### src/ifu_settings.svh
`ifndef IFU_SETTINGS_SVH
`define IFU_SETTINGS_SVH

// ============================================================
// instruction fetch unit build settings
// ============================================================

// general register length, also the pc width
`define IFU_GRLEN 32

// first fetch address out of reset
`define IFU_BOOT_PC 32'h1c000000

// pc pipeline depth behind fetch
// stage 0 is decode, 1 execute, 2 memory, last one writeback
`define IFU_PC_STAGES 4

`endif
### src/ifu_pkg.sv
`default_nettype none

`include "ifu_settings.svh"

// ============================================================
// shared fetch types
// ============================================================

package ifu_pkg;

   // program counter, same width as a general register
   typedef logic [`IFU_GRLEN-1:0] pc_t;

   // one instruction word
   typedef logic [31:0] inst_t;

   // fetch side exception codes
   // values follow the ecode field of estat
   typedef enum logic [5:0] {
      // no exception on this word
      EXC_NONE = 6'h00,
      // address error on fetch, pc not word aligned
      EXC_ADEF = 6'h08,
      // instruction bus error, slave answered with err
      EXC_IBE  = 6'h2a
   } exc_code_e;

endpackage

`default_nettype wire

### src/ifu_top.sv
`timescale 1ns/1ps
`default_nettype none

`include "ifu_settings.svh"

module ifu_top (
   input  wire                      clock,
   input  wire                      rst,
   // execute unit requests
   input  wire                      br_taken,
   input  wire ifu_pkg::pc_t        br_target,
   input  wire                      exu_ifu_except,
   input  wire ifu_pkg::pc_t        exu_ifu_eentry,
   input  wire                      exu_ifu_ertn_e,
   input  wire ifu_pkg::pc_t        exu_ifu_era,
   input  wire                      exu_ifu_stall_req,
   // decode
   output logic                     fdp_dec_valid,
   output ifu_pkg::inst_t           fdp_dec_inst,
   output ifu_pkg::pc_t             fdp_dec_pc,
   output logic                     fdp_dec_ex,
   output ifu_pkg::exc_code_e       fdp_dec_exccode,
   // stage pcs back to execute
   output ifu_pkg::pc_t             ifu_exu_pc_e,
   output ifu_pkg::pc_t             ifu_exu_pc_w,
   // wishbone
   output logic                     wb_cyc,
   output logic                     wb_stb,
   output ifu_pkg::pc_t             wb_adr,
   input  wire [`IFU_GRLEN-1:0]     wb_dat,
   input  wire                      wb_ack,
   input  wire                      wb_err
);

   import ifu_pkg::*;

   pc_t       fetch_pc;
   logic      fetch_flush;
   logic      dec_fire;
   logic      rsp_valid;
   inst_t     rsp_inst;
   pc_t       rsp_pc;
   exc_code_e rsp_exc;

   // ============================================================
   // pc generation and bus fetch side by side
   // ============================================================

   ifu_pc_gen u_pc_gen (
      .clock          (clock),
      .rst            (rst),
      .br_taken       (br_taken),
      .br_target      (br_target),
      .exu_ifu_except (exu_ifu_except),
      .exu_ifu_eentry (exu_ifu_eentry),
      .exu_ifu_ertn_e (exu_ifu_ertn_e),
      .exu_ifu_era    (exu_ifu_era),
      .dec_fire       (dec_fire),
      .fetch_pc       (fetch_pc),
      .fetch_flush    (fetch_flush)
   );

   ifu_wb_fetch u_wb_fetch (
      .clock       (clock),
      .rst         (rst),
      .fetch_pc    (fetch_pc),
      .fetch_flush (fetch_flush),
      .dec_fire    (dec_fire),
      .wb_cyc      (wb_cyc),
      .wb_stb      (wb_stb),
      .wb_adr      (wb_adr),
      .wb_dat      (wb_dat),
      .wb_ack      (wb_ack),
      .wb_err      (wb_err),
      .rsp_valid   (rsp_valid),
      .rsp_inst    (rsp_inst),
      .rsp_pc      (rsp_pc),
      .rsp_exc     (rsp_exc)
   );

   // issue joins both and feeds decode
   ifu_issue u_issue (
      .clock             (clock),
      .rst               (rst),
      .rsp_valid         (rsp_valid),
      .rsp_inst          (rsp_inst),
      .rsp_pc            (rsp_pc),
      .rsp_exc           (rsp_exc),
      .fetch_flush       (fetch_flush),
      .exu_ifu_stall_req (exu_ifu_stall_req),
      .dec_fire          (dec_fire),
      .fdp_dec_valid     (fdp_dec_valid),
      .fdp_dec_inst      (fdp_dec_inst),
      .fdp_dec_pc        (fdp_dec_pc),
      .fdp_dec_ex        (fdp_dec_ex),
      .fdp_dec_exccode   (fdp_dec_exccode),
      .ifu_exu_pc_e      (ifu_exu_pc_e),
      .ifu_exu_pc_w      (ifu_exu_pc_w)
   );

endmodule

`default_nettype wire

### src/ifu_issue.sv
`timescale 1ns/1ps
`default_nettype none

`include "ifu_settings.svh"

module ifu_issue (
   input  wire                      clock,
   input  wire                      rst,
   // response buffer
   input  wire                      rsp_valid,
   input  wire ifu_pkg::inst_t      rsp_inst,
   input  wire ifu_pkg::pc_t        rsp_pc,
   input  wire ifu_pkg::exc_code_e  rsp_exc,
   input  wire                      fetch_flush,
   input  wire                      exu_ifu_stall_req,
   output logic                     dec_fire,
   // decode side
   output logic                     fdp_dec_valid,
   output ifu_pkg::inst_t           fdp_dec_inst,
   output ifu_pkg::pc_t             fdp_dec_pc,
   output logic                     fdp_dec_ex,
   output ifu_pkg::exc_code_e       fdp_dec_exccode,
   // pc of later stages for execute
   output ifu_pkg::pc_t             ifu_exu_pc_e,
   output ifu_pkg::pc_t             ifu_exu_pc_w
);

   import ifu_pkg::*;

   // decode, execute, memory, writeback
   pc_t pc_pipe [`IFU_PC_STAGES];

   // ============================================================
   // fire / kill
   // ============================================================

   // stall holds the word, redirect kills it
   assign dec_fire = rsp_valid & ~exu_ifu_stall_req & ~fetch_flush;

   assign fdp_dec_valid   = dec_fire;
   assign fdp_dec_inst    = rsp_inst;
   assign fdp_dec_pc      = rsp_pc;
   assign fdp_dec_exccode = rsp_exc;
   // exception flag only on a real slot
   assign fdp_dec_ex      = dec_fire & (rsp_exc != EXC_NONE);

   // ============================================================
   // pc pipeline
   // ============================================================

   // decode stage loads on fire, later stages shift each cycle
   always_ff @(posedge clock) begin
      if (rst) begin
         for (int i = 0; i < `IFU_PC_STAGES; i++) begin
            pc_pipe[i] <= '0;
         end
      end else begin
         if (dec_fire) begin
            pc_pipe[0] <= fdp_dec_pc;
         end
         for (int i = 1; i < `IFU_PC_STAGES; i++) begin
            pc_pipe[i] <= pc_pipe[i-1];
         end
      end
   end

   assign ifu_exu_pc_e = pc_pipe[1];
   // writeback is the last stage
   assign ifu_exu_pc_w = pc_pipe[`IFU_PC_STAGES-1];

   // ============================================================
   // checks
   // ============================================================

   // nothing reaches decode under stall or redirect
   a_kill: assert property (
      @(posedge clock) disable iff (rst)
      (exu_ifu_stall_req || fetch_flush) |-> !fdp_dec_valid
   );

   // stalled word still in the fetch buffer next cycle, same pc
   a_stall_hold: assert property (
      @(posedge clock) disable iff (rst)
      (rsp_valid && exu_ifu_stall_req && !fetch_flush) |=> (rsp_valid && $stable(rsp_pc))
   );

endmodule

`default_nettype wire

### src/ifu_wb_fetch.sv
`timescale 1ns/1ps
`default_nettype none

`include "ifu_settings.svh"

module ifu_wb_fetch (
   input  wire                      clock,
   input  wire                      rst,
   input  wire ifu_pkg::pc_t        fetch_pc,
   input  wire                      fetch_flush,
   input  wire                      dec_fire,
   // wishbone classic read master
   output logic                     wb_cyc,
   output logic                     wb_stb,
   output ifu_pkg::pc_t             wb_adr,
   input  wire [`IFU_GRLEN-1:0]     wb_dat,
   input  wire                      wb_ack,
   input  wire                      wb_err,
   // one-entry response buffer
   output logic                     rsp_valid,
   output ifu_pkg::inst_t           rsp_inst,
   output ifu_pkg::pc_t             rsp_pc,
   output ifu_pkg::exc_code_e       rsp_exc
);

   import ifu_pkg::*;

   typedef enum logic [1:0] {
      ST_IDLE    = 2'd0,
      ST_BUS     = 2'd1,
      ST_DISCARD = 2'd2
   } fetch_state_e;

   fetch_state_e state;
   fetch_state_e state_nxt;
   pc_t          issue_adr;
   logic         term;
   logic         issue;
   logic         misalign;
   logic         start_bus;
   logic         post_adef;
   logic         fill_bus;

   // ============================================================
   // issue decision
   // ============================================================

   // fetch_pc still names the buffered word while it is consumed
   assign issue_adr = dec_fire ? (fetch_pc + pc_t'(4)) : fetch_pc;
   assign misalign  = |issue_adr[1:0];

   // idle bus, room in the buffer, no redirect in progress
   assign issue     = (state == ST_IDLE) & (~rsp_valid | dec_fire) & ~fetch_flush;
   assign start_bus = issue & ~misalign;
   // misaligned pc never reaches the bus
   assign post_adef = issue & misalign;

   // termination of the running cycle
   assign term      = wb_cyc & (wb_ack | wb_err);
   // result kept only when nobody flushed it
   assign fill_bus  = (state == ST_BUS) & term & ~fetch_flush;

   // ============================================================
   // bus fsm
   // ============================================================

   always_comb begin
      state_nxt = state;
      case (state)
         ST_IDLE: begin
            if (start_bus) begin
               state_nxt = ST_BUS;
            end
         end
         ST_BUS: begin
            if (term) begin
               state_nxt = ST_IDLE;
            end else if (fetch_flush) begin
               // cycle cannot be cancelled, drop its data later
               state_nxt = ST_DISCARD;
            end
         end
         ST_DISCARD: begin
            if (term) begin
               state_nxt = ST_IDLE;
            end
         end
         default: begin
            state_nxt = ST_IDLE;
         end
      endcase
   end

   always_ff @(posedge clock) begin
      if (rst) begin
         state <= ST_IDLE;
      end else begin
         state <= state_nxt;
      end
   end

   // address latched at issue, held until termination
   always_ff @(posedge clock) begin
      if (start_bus) begin
         wb_adr <= issue_adr;
      end
   end

   // single read per cycle, strobe follows cyc
   assign wb_cyc = (state != ST_IDLE);
   assign wb_stb = wb_cyc;

   // ============================================================
   // response buffer
   // ============================================================

   always_ff @(posedge clock) begin
      if (rst) begin
         rsp_valid <= 1'b0;
      end else if (fetch_flush) begin
         rsp_valid <= 1'b0;
      end else if (fill_bus || post_adef) begin
         rsp_valid <= 1'b1;
      end else if (dec_fire) begin
         rsp_valid <= 1'b0;
      end
   end

   always_ff @(posedge clock) begin
      if (fill_bus) begin
         rsp_pc   <= wb_adr;
         rsp_inst <= wb_err ? '0 : wb_dat[31:0];
         rsp_exc  <= wb_err ? EXC_IBE : EXC_NONE;
      end else if (post_adef) begin
         rsp_pc   <= issue_adr;
         rsp_inst <= '0;
         rsp_exc  <= EXC_ADEF;
      end
   end

   // ============================================================
   // checks
   // ============================================================

   // waiting cycle keeps cyc, stb and address
   a_bus_hold: assert property (
      @(posedge clock) disable iff (rst)
      (wb_cyc && !wb_ack && !wb_err) |=> (wb_stb && wb_cyc && $stable(wb_adr))
   );

   // full buffer not taken by issue blocks a new cycle
   a_no_overrun: assert property (
      @(posedge clock) disable iff (rst)
      (rsp_valid && !dec_fire) |=> !$rose(wb_cyc)
   );

   // bus only ever sees word addresses
   a_aligned: assert property (
      @(posedge clock) disable iff (rst)
      wb_cyc |-> (wb_adr[1:0] == 2'b00)
   );

endmodule

`default_nettype wire

### src/ifu_pc_gen.sv
`timescale 1ns/1ps
`default_nettype none

`include "ifu_settings.svh"

module ifu_pc_gen (
   input  wire              clock,
   input  wire              rst,
   // branch resolved in execute
   input  wire              br_taken,
   input  wire ifu_pkg::pc_t br_target,
   // exception entry
   input  wire              exu_ifu_except,
   input  wire ifu_pkg::pc_t exu_ifu_eentry,
   // exception return
   input  wire              exu_ifu_ertn_e,
   input  wire ifu_pkg::pc_t exu_ifu_era,
   // buffered word taken by decode
   input  wire              dec_fire,
   output ifu_pkg::pc_t     fetch_pc,
   output logic             fetch_flush
);

   import ifu_pkg::*;

   logic redirect;
   logic sel_exc;
   logic sel_ertn;
   logic sel_br;
   logic sel_inc;
   logic sel_hold;
   pc_t  pc_inc;
   pc_t  next_pc;

   // ============================================================
   // redirect decode
   // ============================================================

   // any redirect kills the fetch path this cycle
   assign redirect = exu_ifu_except | exu_ifu_ertn_e | br_taken;

   // except first, then ertn, then branch
   assign sel_exc  = exu_ifu_except;
   assign sel_ertn = exu_ifu_ertn_e & ~exu_ifu_except;
   assign sel_br   = br_taken & ~exu_ifu_ertn_e & ~exu_ifu_except;

   // sequential advance only on a clean fire
   assign sel_inc  = dec_fire & ~redirect;
   // nothing taken, keep pointing at the same word
   assign sel_hold = ~dec_fire & ~redirect;

   // flush pulse follows the request, fetch and issue drop their word
   assign fetch_flush = redirect;

   // ============================================================
   // next pc mux
   // ============================================================

   // low two bits kept, misaligned pc stays misaligned
   assign pc_inc = fetch_pc + pc_t'(4);

   // and-or mux, the five selects are one-hot
   assign next_pc = ({`IFU_GRLEN{sel_exc}}  & exu_ifu_eentry)
                  | ({`IFU_GRLEN{sel_ertn}} & exu_ifu_era)
                  | ({`IFU_GRLEN{sel_br}}   & br_target)
                  | ({`IFU_GRLEN{sel_inc}}  & pc_inc)
                  | ({`IFU_GRLEN{sel_hold}} & fetch_pc);

   // fetch pc register
   always_ff @(posedge clock) begin
      if (rst) begin
         fetch_pc <= pc_t'(`IFU_BOOT_PC);
      end else begin
         fetch_pc <= next_pc;
      end
   end

   // ============================================================
   // checks
   // ============================================================

   // issue never fires a word while a redirect is taken,
   // and only one redirect source drives the mux
   a_one_source: assert property (
      @(posedge clock) disable iff (rst)
      redirect |-> (!dec_fire && $onehot({sel_exc, sel_ertn, sel_br}))
   );

   // pc moves only on fire or redirect
   a_pc_stable: assert property (
      @(posedge clock) disable iff (rst)
      (!dec_fire && !redirect) |=> $stable(fetch_pc)
   );

endmodule

`default_nettype wire

### config.mk
export PLATFORM = sky130hd
export DESIGN_NAME = ifu_top
export DESIGN_NICKNAME = d
export VERILOG_FILES = /design/src/ifu_pkg.sv /design/src/ifu_top.sv /design/src/ifu_issue.sv /design/src/ifu_wb_fetch.sv /design/src/ifu_pc_gen.sv
export VERILOG_INCLUDE_DIRS = /design/src
export SDC_FILE = /design/constraint.sdc
export NUM_CORES = 1
export LEC_CHECK = 0
export BUFFER_PORTS_ARGS = -buffer_cell sky130_fd_sc_hd__buf_2
export CORE_ASPECT_RATIO = 1.2
export CORE_MARGIN = 2
export CORE_UTILIZATION = 53
export CTS_BUF_LIST = sky130_fd_sc_hd__clkbuf_4
export CTS_CLUSTER_SIZE = 30
export DETAILED_ROUTE_END_ITERATION = 10
export HOLD_SLACK_MARGIN = 0.06
export PLACE_DENSITY = 0.87
export SYNTH_ARGS = -nofsm -noshare
export SYNTH_HDL_FRONTEND = slang
export SYNTH_SLANG_ARGS = --single-unit
### constraint.sdc
create_clock -name clock -period 5.8 [get_ports clock]
set_input_delay 1.74 -clock clock [delete_from_list [all_inputs] [get_ports clock]]
set_output_delay 1.74 -clock clock [all_outputs]
set_load 0.03 [all_outputs]
## After elaboration in Yosys (flattened, before gate mapping)

Memory sizes are Yosys's and may differ from the RTL's.
Index checks and enable logic that the tools add are counted.
Widths: inputs -> output; s select.

| cells by class | value |
|---|---|
| reduce and logical (&&, ||, !) cells | 9 |
| muxes and demuxes | 26 |
| add/sub/neg operators | 1 |
| bitwise operators | 39 |
| equality and inequality tests | 5 |

Operator list:

| cell | count |
|---|---|
| $mux 32 | 10 |
| $and 32x32->32 | 5 |
| $or 32x32->32 | 4 |
| $add 32x3->32 const B | 1 |
| $mux 6 | 3 |
| $and 1x1->1 | 15 |
| $mux 1 | 8 |
| $mux 2 | 4 |
| $or 1x1->1 | 8 |
| $not 1->1 | 7 |
| $pmux 2 s3 | 1 |
| $reduce_bool 2->1 | 3 |
| $reduce_bool 6->1 | 1 |
| $ne 2x1->1 const B | 2 |
| $reduce_or 2->1 | 2 |
| $ne 3x1->1 const B | 1 |
| $reduce_and 3->1 | 1 |
| $eq 2x1->1 const B | 1 |
| $eq 2x2->1 const B | 1 |
| $logic_not 2->1 | 1 |
| $logic_or 1x1->1 | 1 |

| storage, ports and cells | value |
|---|---|
| output and inout bits | 170 |
| memory bits (writable) | 128 |
| input bits | 136 |
| flip-flop bits (word level) | 137 |
| word-level logic and storage cells | 88 |
| memories kept | 1 |

Memories:

| name | depth | bits a word | rd ports | clocked after memory_dff | write ports | RTL line | RTL |
|---|---|---|---|---|---|---|---|
| u_issue.pc_pipe | 4 | 32 | 4 | 0 | 4 | ifu_issue.sv:31 | `` pc_t pc_pipe [`IFU_PC_STAGES]; `` |

## Longest topological paths before layout

| depth | value |
|---|---|
| depth in word-level cells | 10 |
| gate-level depth with buffers | 8 |
| gate-level depth less buffers | 6 |

## Cells and area by module

From an unflattened synthesis, not the netlist that was laid out.

| second synthesis, totals | value |
|---|---|
| cells, all modules | 1,043 |
| area, all modules | 11,408.4 um^2 |

Modules (own cells, without submodules):

| module | instances | area an instance (um^2) | sequential area each (um^2) | cells each |
|---|---|---|---|---|
| ifu_wb_fetch | 1 | 4,511.8 | 3,002.9 | 341 |
| ifu_issue | 1 | 4,424.2 | 2,562.5 | 379 |
| ifu_pc_gen | 1 | 2,472.4 | 640.6 | 323 |

## Least setup slack after synthesis

Ideal clock, no wire load.

| path | value |
|---|---|
| kind | input -> register |
| start point | input exu_ifu_except |
| end point | register u_wb_fetch.wb_adr[0], enable pin |
| path slack | 0.517 ns |
| library setup time | 0.461 ns |
| arrival time | 4.822 ns |
| required time | 5.339 ns |
| stages | 5 |
| path buffers | 3 |
| cell sequence | buf_2 > or3_1 > buf_2 > clkbuf_1 > nor3_1 |

| on the way | value |
|---|---|
| word-level cells in the longest chain between the ends | 8 |
| elaborated cells on any way between the ends | 11 |
| those cells by class | mux (1); bitwise (9); reduce/logical (1) |

Ends and longest elaborated chain:

| element | RTL line | RTL |
|---|---|---|
| start: declaration | ifu_top.sv:12 | `input wire exu_ifu_except,` |
| $or 1x1->1 (*) (2 in series) | ifu_pc_gen.sv:40 | `assign redirect = exu_ifu_except \| exu_ifu_ertn_e \| br_taken;` |
| $not 1->1 (*) | ifu_issue.sv:38, ifu_wb_fetch.sv:53 |  |
| $and 1x1->1 | ifu_issue.sv:38 | `assign dec_fire = rsp_valid & ~exu_ifu_stall_req & ~fetch_flush;` |
| $or 1x1->1 / $mux 32 (equally long branches) | ifu_wb_fetch.sv:53, ifu_wb_fetch.sv:49 |  |
| $and 1x1->1 / $reduce_or 2->1 (equally long branches) | ifu_wb_fetch.sv:53, ifu_wb_fetch.sv:50 |  |
| $and 1x1->1 / $not 1->1 (equally long branches) | ifu_wb_fetch.sv:53, ifu_wb_fetch.sv:54 |  |
| $and 1x1->1 (*) | ifu_wb_fetch.sv:54 | `assign start_bus = issue & ~misalign;` |
| via u_wb_fetch.start_bus | ifu_wb_fetch.sv:40 | `logic start_bus;` |
| end signal: assignment | ifu_wb_fetch.sv:105 | `wb_adr <= issue_adr;` |
| end: declaration | ifu_wb_fetch.sv:15 | `output ifu_pkg::pc_t wb_adr,` |

Mark *: on every way through the listed nets, which the timed path passes. The rest lies on a longest branch.
A chain may end at the register's enable or synchronous reset.

## Worst setup path after layout

| path | value |
|---|---|
| start point | input exu_ifu_stall_req |
| end point | output fdp_dec_ex |

| on the way | value |
|---|---|
| word-level cells in the longest chain between the ends | 4 |

Ends and longest elaborated chain:

| element | RTL line | RTL |
|---|---|---|
| start: declaration | ifu_top.sv:16 | `input wire exu_ifu_stall_req,` |
| $not 1->1 | ifu_issue.sv:38 |  |
| $and 1x1->1 (2 in series) | ifu_issue.sv:38 |  |
| $and 1x1->1 | ifu_issue.sv:45 | `assign fdp_dec_ex = dec_fire & (rsp_exc != EXC_NONE);` |
| end: declaration | ifu_top.sv:21 | `output logic fdp_dec_ex,` |

No other way between the ends.

==> impl_metrics.prom <==
# TYPE chip_impl_metric gauge
chip_impl_info{name="outcome",value="finished, final reports clean"} 1
chip_impl_metric{name="synthXorXnorAreaFrac",unit="%"} 3.58
chip_impl_metric{name="cellLeakagePower",unit="uW"} 0.00534
chip_impl_metric{name="sequential_cell_area",unit="mm2"} 0.00621
chip_impl_metric{name="timing.critical_path.arrival",unit="ns"} 3.14
chip_impl_metric{name="detail_route.drc_violations",unit=""} 0
chip_impl_metric{name="number_of_enable_type_register_cells_in_the_synthesized_netlist",unit=""} 98
chip_impl_metric{name="wire_per_inst",unit="um"} 15.6
chip_impl_metric{name="timing.final.crit_share",unit="%"} 84.1
chip_impl_metric{name="adder_cell_share_of_the_synthesized_area",unit="%"} 0.245
chip_impl_metric{name="total_number_of_vias",unit=""} 7942
chip_impl_metric{name="total_area_of_multi_input_combinational_cells",unit="mm2"} 0.00373
chip_impl_metric{name="max_frequency",unit="MHz"} 205
chip_impl_metric{name="compound_gate_fraction_of_synth_area",unit="%"} 9.01
chip_impl_metric{name="cts_max_path_buffers",unit=""} 3
chip_impl_metric{name="post-route-worst-setup-slack",unit="ns"} 0.923
chip_impl_metric{name="finalSetupTns",unit="ns"} 0
chip_impl_metric{name="grt_remaining_overflow",unit=""} 0
chip_impl_metric{name="design.die.area",unit="mm2"} 0.0204
chip_impl_metric{name="numCtsBuffers",unit=""} 58
chip_impl_metric{name="p_clk_share",unit="%"} 38.3
chip_impl_metric{name="cts-resized-gates",unit=""} 0
chip_impl_metric{name="max-slew-margin-rel",unit="%"} 29.9
chip_impl_metric{name="postRouteWirelength",unit="um"} 24100
chip_impl_metric{name="muxShareOfSynthArea",unit="%"} 4.00
chip_impl_metric{name="power.density_cell_area",unit="mW/mm2"} 282
chip_impl_metric{name="detail-route-antenna-nets",unit=""} 0
chip_impl_info{name="dominantRegCellSynth",value="dfxtp_1"} 1
chip_impl_metric{name="cts.sink_count",unit=""} 261
chip_impl_metric{name="power.net_switching",unit="uW"} 836
chip_impl_metric{name="avgSynthCellArea",unit="um2"} 10.8
chip_impl_metric{name="tightestPinTransition",unit="ns"} 1.05
chip_impl_metric{name="grt_max_degree",unit=""} 99
chip_impl_metric{name="drt-initial-drc-count",unit=""} 459
chip_impl_info{name="critical_path.most_common_cell",value="buf_2"} 1
chip_impl_metric{name="flops_latches_synth",unit=""} 261
chip_impl_metric{name="dr.pass1.iters",unit=""} 6
chip_impl_metric{name="switching_share",unit="%"} 23.5
chip_impl_info{name="synth_top_family_by_area",value="simple AND/OR/NAND/NOR gates"} 1
chip_impl_metric{name="grt_antenna_before_repair",unit=""} 1
chip_impl_info{name="hp-class",value="reg -> reg"} 1
chip_impl_info{name="rsz0062_at_grt",value="false"} 1
chip_impl_metric{name="synth-async-reset-ratio",unit="%"} 0
chip_impl_metric{name="peakVddDrop",unit="V"} 0.000107
chip_impl_info{name="crit_path_top_delay_cell",value="nor2b_1"} 1
chip_impl_metric{name="final_area",unit="mm2"} 0.0126
chip_impl_metric{name="power.share.combinational",unit="%"} 6.5
chip_impl_metric{name="post_drt_via_cell_ratio",unit=""} 5.13
chip_impl_metric{name="power.sequential.fraction",unit="%"} 55.3
chip_impl_metric{name="synth.yosys.seq_area_share",unit="%"} 60.7
chip_impl_metric{name="row_count",unit=""} 55
chip_impl_metric{name="num-fill-cells",unit=""} 1459
chip_impl_metric{name="first_global_vias",unit=""} 7498
chip_impl_metric{name="cts.reportedPaths.clkPinSlew",unit="ns"} 0.07
chip_impl_metric{name="power.internal",unit="uW"} 2720
chip_impl_metric{name="area_growth_syn_to_layout",unit="%"} 23.3
chip_impl_metric{name="finalCriticalPeriod",unit="ns"} 4.88
chip_impl_info{name="critical_path_class",value="in -> out"} 1
chip_impl_metric{name="groute.usage.overall",unit="%"} 22.8
chip_impl_metric{name="grt_first_pass_wirelength",unit="um"} 37000
chip_impl_metric{name="critical-path-max-stage-delay",unit="ns"} 0.45
chip_impl_info{name="end_kind",value="output pin"} 1
chip_impl_metric{name="clock_skew",unit="ns"} 0.0375
chip_impl_metric{name="report.final.hold_viol_count",unit=""} 0
chip_impl_metric{name="htree_num_levels",unit=""} 2
chip_impl_metric{name="fp.coreArea",unit="mm2"} 0.0189
chip_impl_metric{name="netlist_area",unit="mm2"} 0.0102
chip_impl_metric{name="worstSkewPairLatency",unit="ns"} 0.67
chip_impl_metric{name="final_max_slew_viol_count",unit=""} 0
chip_impl_metric{name="dp_hpwl",unit="um"} 17400
chip_impl_metric{name="cap_viol_max_count",unit=""} 0
chip_impl_metric{name="dp_worst_setup_slack",unit="ns"} 0.926
chip_impl_metric{name="nets",unit=""} 1386
chip_impl_metric{name="setup-violations-final",unit=""} 0
chip_impl_metric{name="port_buffers",unit=""} 302
chip_impl_info{name="tritoncts",value="done"} 1
chip_impl_metric{name="layout-drive-gt1-share",unit="%"} 34.5
chip_impl_metric{name="number_of_top_level_pins",unit=""} 306
chip_impl_metric{name="fp.dieW",unit="um"} 131
chip_impl_metric{name="post_synth_inst_count",unit=""} 943
chip_impl_metric{name="cts_hold_buf",unit=""} 0
chip_impl_info{name="cts.root.buffer_cell",value="clkbuf_4"} 1
chip_impl_metric{name="yosysUniqueCellTypes",unit=""} 54
chip_impl_metric{name="die_h",unit="um"} 156
chip_impl_metric{name="gpl.final_weighted_congestion",unit=""} 0.907
chip_impl_metric{name="timing.critical_path.required",unit="ns"} 4.06
chip_impl_info{name="start_kind",value="primary input"} 1
chip_impl_metric{name="post-cts-setup-buffers",unit=""} 0
chip_impl_metric{name="placed_cell_area",unit="mm2"} 0.0119
chip_impl_metric{name="post_synth_and_or_nand_nor_area_fraction",unit="%"} 19.4
chip_impl_metric{name="largest_fanout_on_the_critical_path",unit=""} 15
chip_impl_metric{name="initial_utilization",unit="%"} 54.1
chip_impl_metric{name="yosys_warnings",unit=""} 0
chip_impl_info{name="crit_chain",value="buf_2, nor2b_1, nand2_2, nor2_1, buf_2"} 1
per-stage QoR:
step	utilization (%)	hold WS, ns	total power, uW	instances
4_1_cts	66.7	0.432	3600	1547
5_1_grt	66.7	0.457	3720	1548
3_3_place_gp	62.8	0.416	2230	1444
3_5_place_dp	62.8	0.422	2240	1444
2_1_floorplan	-	0.414	2140	945
6_report	66.7	0.427	3560	1548
synth_stat cells, types with 19 or more instances:
cell,n,area share (%)
nor2b_1,99,6.1
xor2_1,21,1.8
clkbuf_1,53,1.9
dfxtp_1,163,32
edfxtp_1,98,29
mux2_2,30,3.3
nand2_1,101,3.7
a21oi_1,73,3.6
xnor2_1,19,1.6
and2_1,34,2.1
nand3_1,22,1.1
nor2_1,44,1.6
a22oi_1,30,2.2
routing by layer:
| metal | vias to the layer above | GRT usage [%] | share of wire, % |
|---|---|---|---|
| li1 | 3922 | - | - |
| met5 | - | 0 | 0 |
| met1 | 3580 | 28.2 | 41 |
| met4 | 0 | 11.2 | 3.9 |
| met2 | 373 | 37.7 | 49 |
| met3 | 67 | 4.73 | 6.7 |
worst max-delay path: cells and delay by family:
kind / cells / cell delay (ns)
buffers and inverters: 2 / 0.37
AND/OR/NAND/NOR: 3 / 1.02
sequential cells by signal (all words and copies together) (netlist names):
signal	flops
u_wb_fetch.rsp_pc	32
u_wb_fetch.rsp_valid	1
u_wb_fetch.rsp_inst	32
u_wb_fetch.wb_adr	32
u_wb_fetch.rsp_exc	2
u_issue.pc_pipe	128
u_pc_gen.fetch_pc	32
u_wb_fetch.state	2
cell families after synthesis:
| group | count (synthesis) |
|---|---|
| AO/OA/AOI/OAI | 153 |
| other | 1 |
| flip-flops | 261 |
| multiplexers | 37 |
| XOR/XNOR | 41 |
| AND/OR/NAND/NOR | 373 |
| adder cells (fa/ha/maj) | 2 |
| buffers and inverters | 75 |
path summary, 6_finish.rpt:
| path | start | endpoint | slack, ns | cells after the start |
|---|---|---|---|---|
| hold reg to reg | u_issue.pc_pipe[2][0]$_SDFF_PP0_ | u_issue.pc_pipe[3][0]$_SDFF_PP0_ | 0.43 | 1 |
| setup reg to reg | u_wb_fetch.rsp_valid$_SDFFE_PP0P_ | u_wb_fetch.rsp_pc[7]$_DFFE_PP_ | 3.18 | 7 |
| setup / recovery | exu_ifu_stall_req | fdp_dec_ex | 0.92 | 5 |
| hold / removal | u_issue.pc_pipe[2][0]$_SDFF_PP0_ | u_issue.pc_pipe[3][0]$_SDFF_PP0_ | 0.43 | 1 |
power by group through the flow:
stage	Clock, uW	Combinational (uW)	Sequential (uW)
after global routing	1500	253	1970
after global placement	0	224	2010
after detailed placement	0	230	2010
final	1360	230	1970
after floorplan	0	129	2020
after CTS	1400	231	1970
final cells by class:
| type | instances | share of cell area (%) |
|---|---|---|
| multi-input cells | 609 | 29.6 |
| inverters | 6 | 0.179 |
| well taps | 256 | 2.54 |
| flip-flops and latches | 261 | 49.2 |
| diodes | 1 | 0.0198 |
| clock buffers | 89 | 5.30 |
| repair buffers | 312 | 12.7 |
| clock inverters | 14 | 0.516 |
cells in the final DEF (no fill, tap or decap), types with 4 or more instances in the layout:
| master | n |
|---|---|
| buf_4 | 10 |
| nand2_1 | 100 |
| inv_1 | 4 |
| mux2i_1 | 6 |
| and4_1 | 9 |
| a22oi_1 | 30 |
| edfxtp_1 | 98 |
| xnor2_1 | 19 |
| xor2_1 | 21 |
| clkbuf_4 | 89 |
| o21ai_0 | 18 |
| nor3_1 | 15 |
| nor2b_1 | 98 |
| buf_2 | 301 |
| and2_1 | 34 |
| clkinv_1 | 11 |
| a21oi_1 | 73 |
| nor4_1 | 8 |
| mux2_2 | 30 |
| nand3_1 | 22 |
| o22ai_1 | 10 |
| nand4_1 | 12 |
| and3_1 | 11 |
| nor2_1 | 44 |
| dfxtp_1 | 163 |
(Power assumes the default switching activity.)
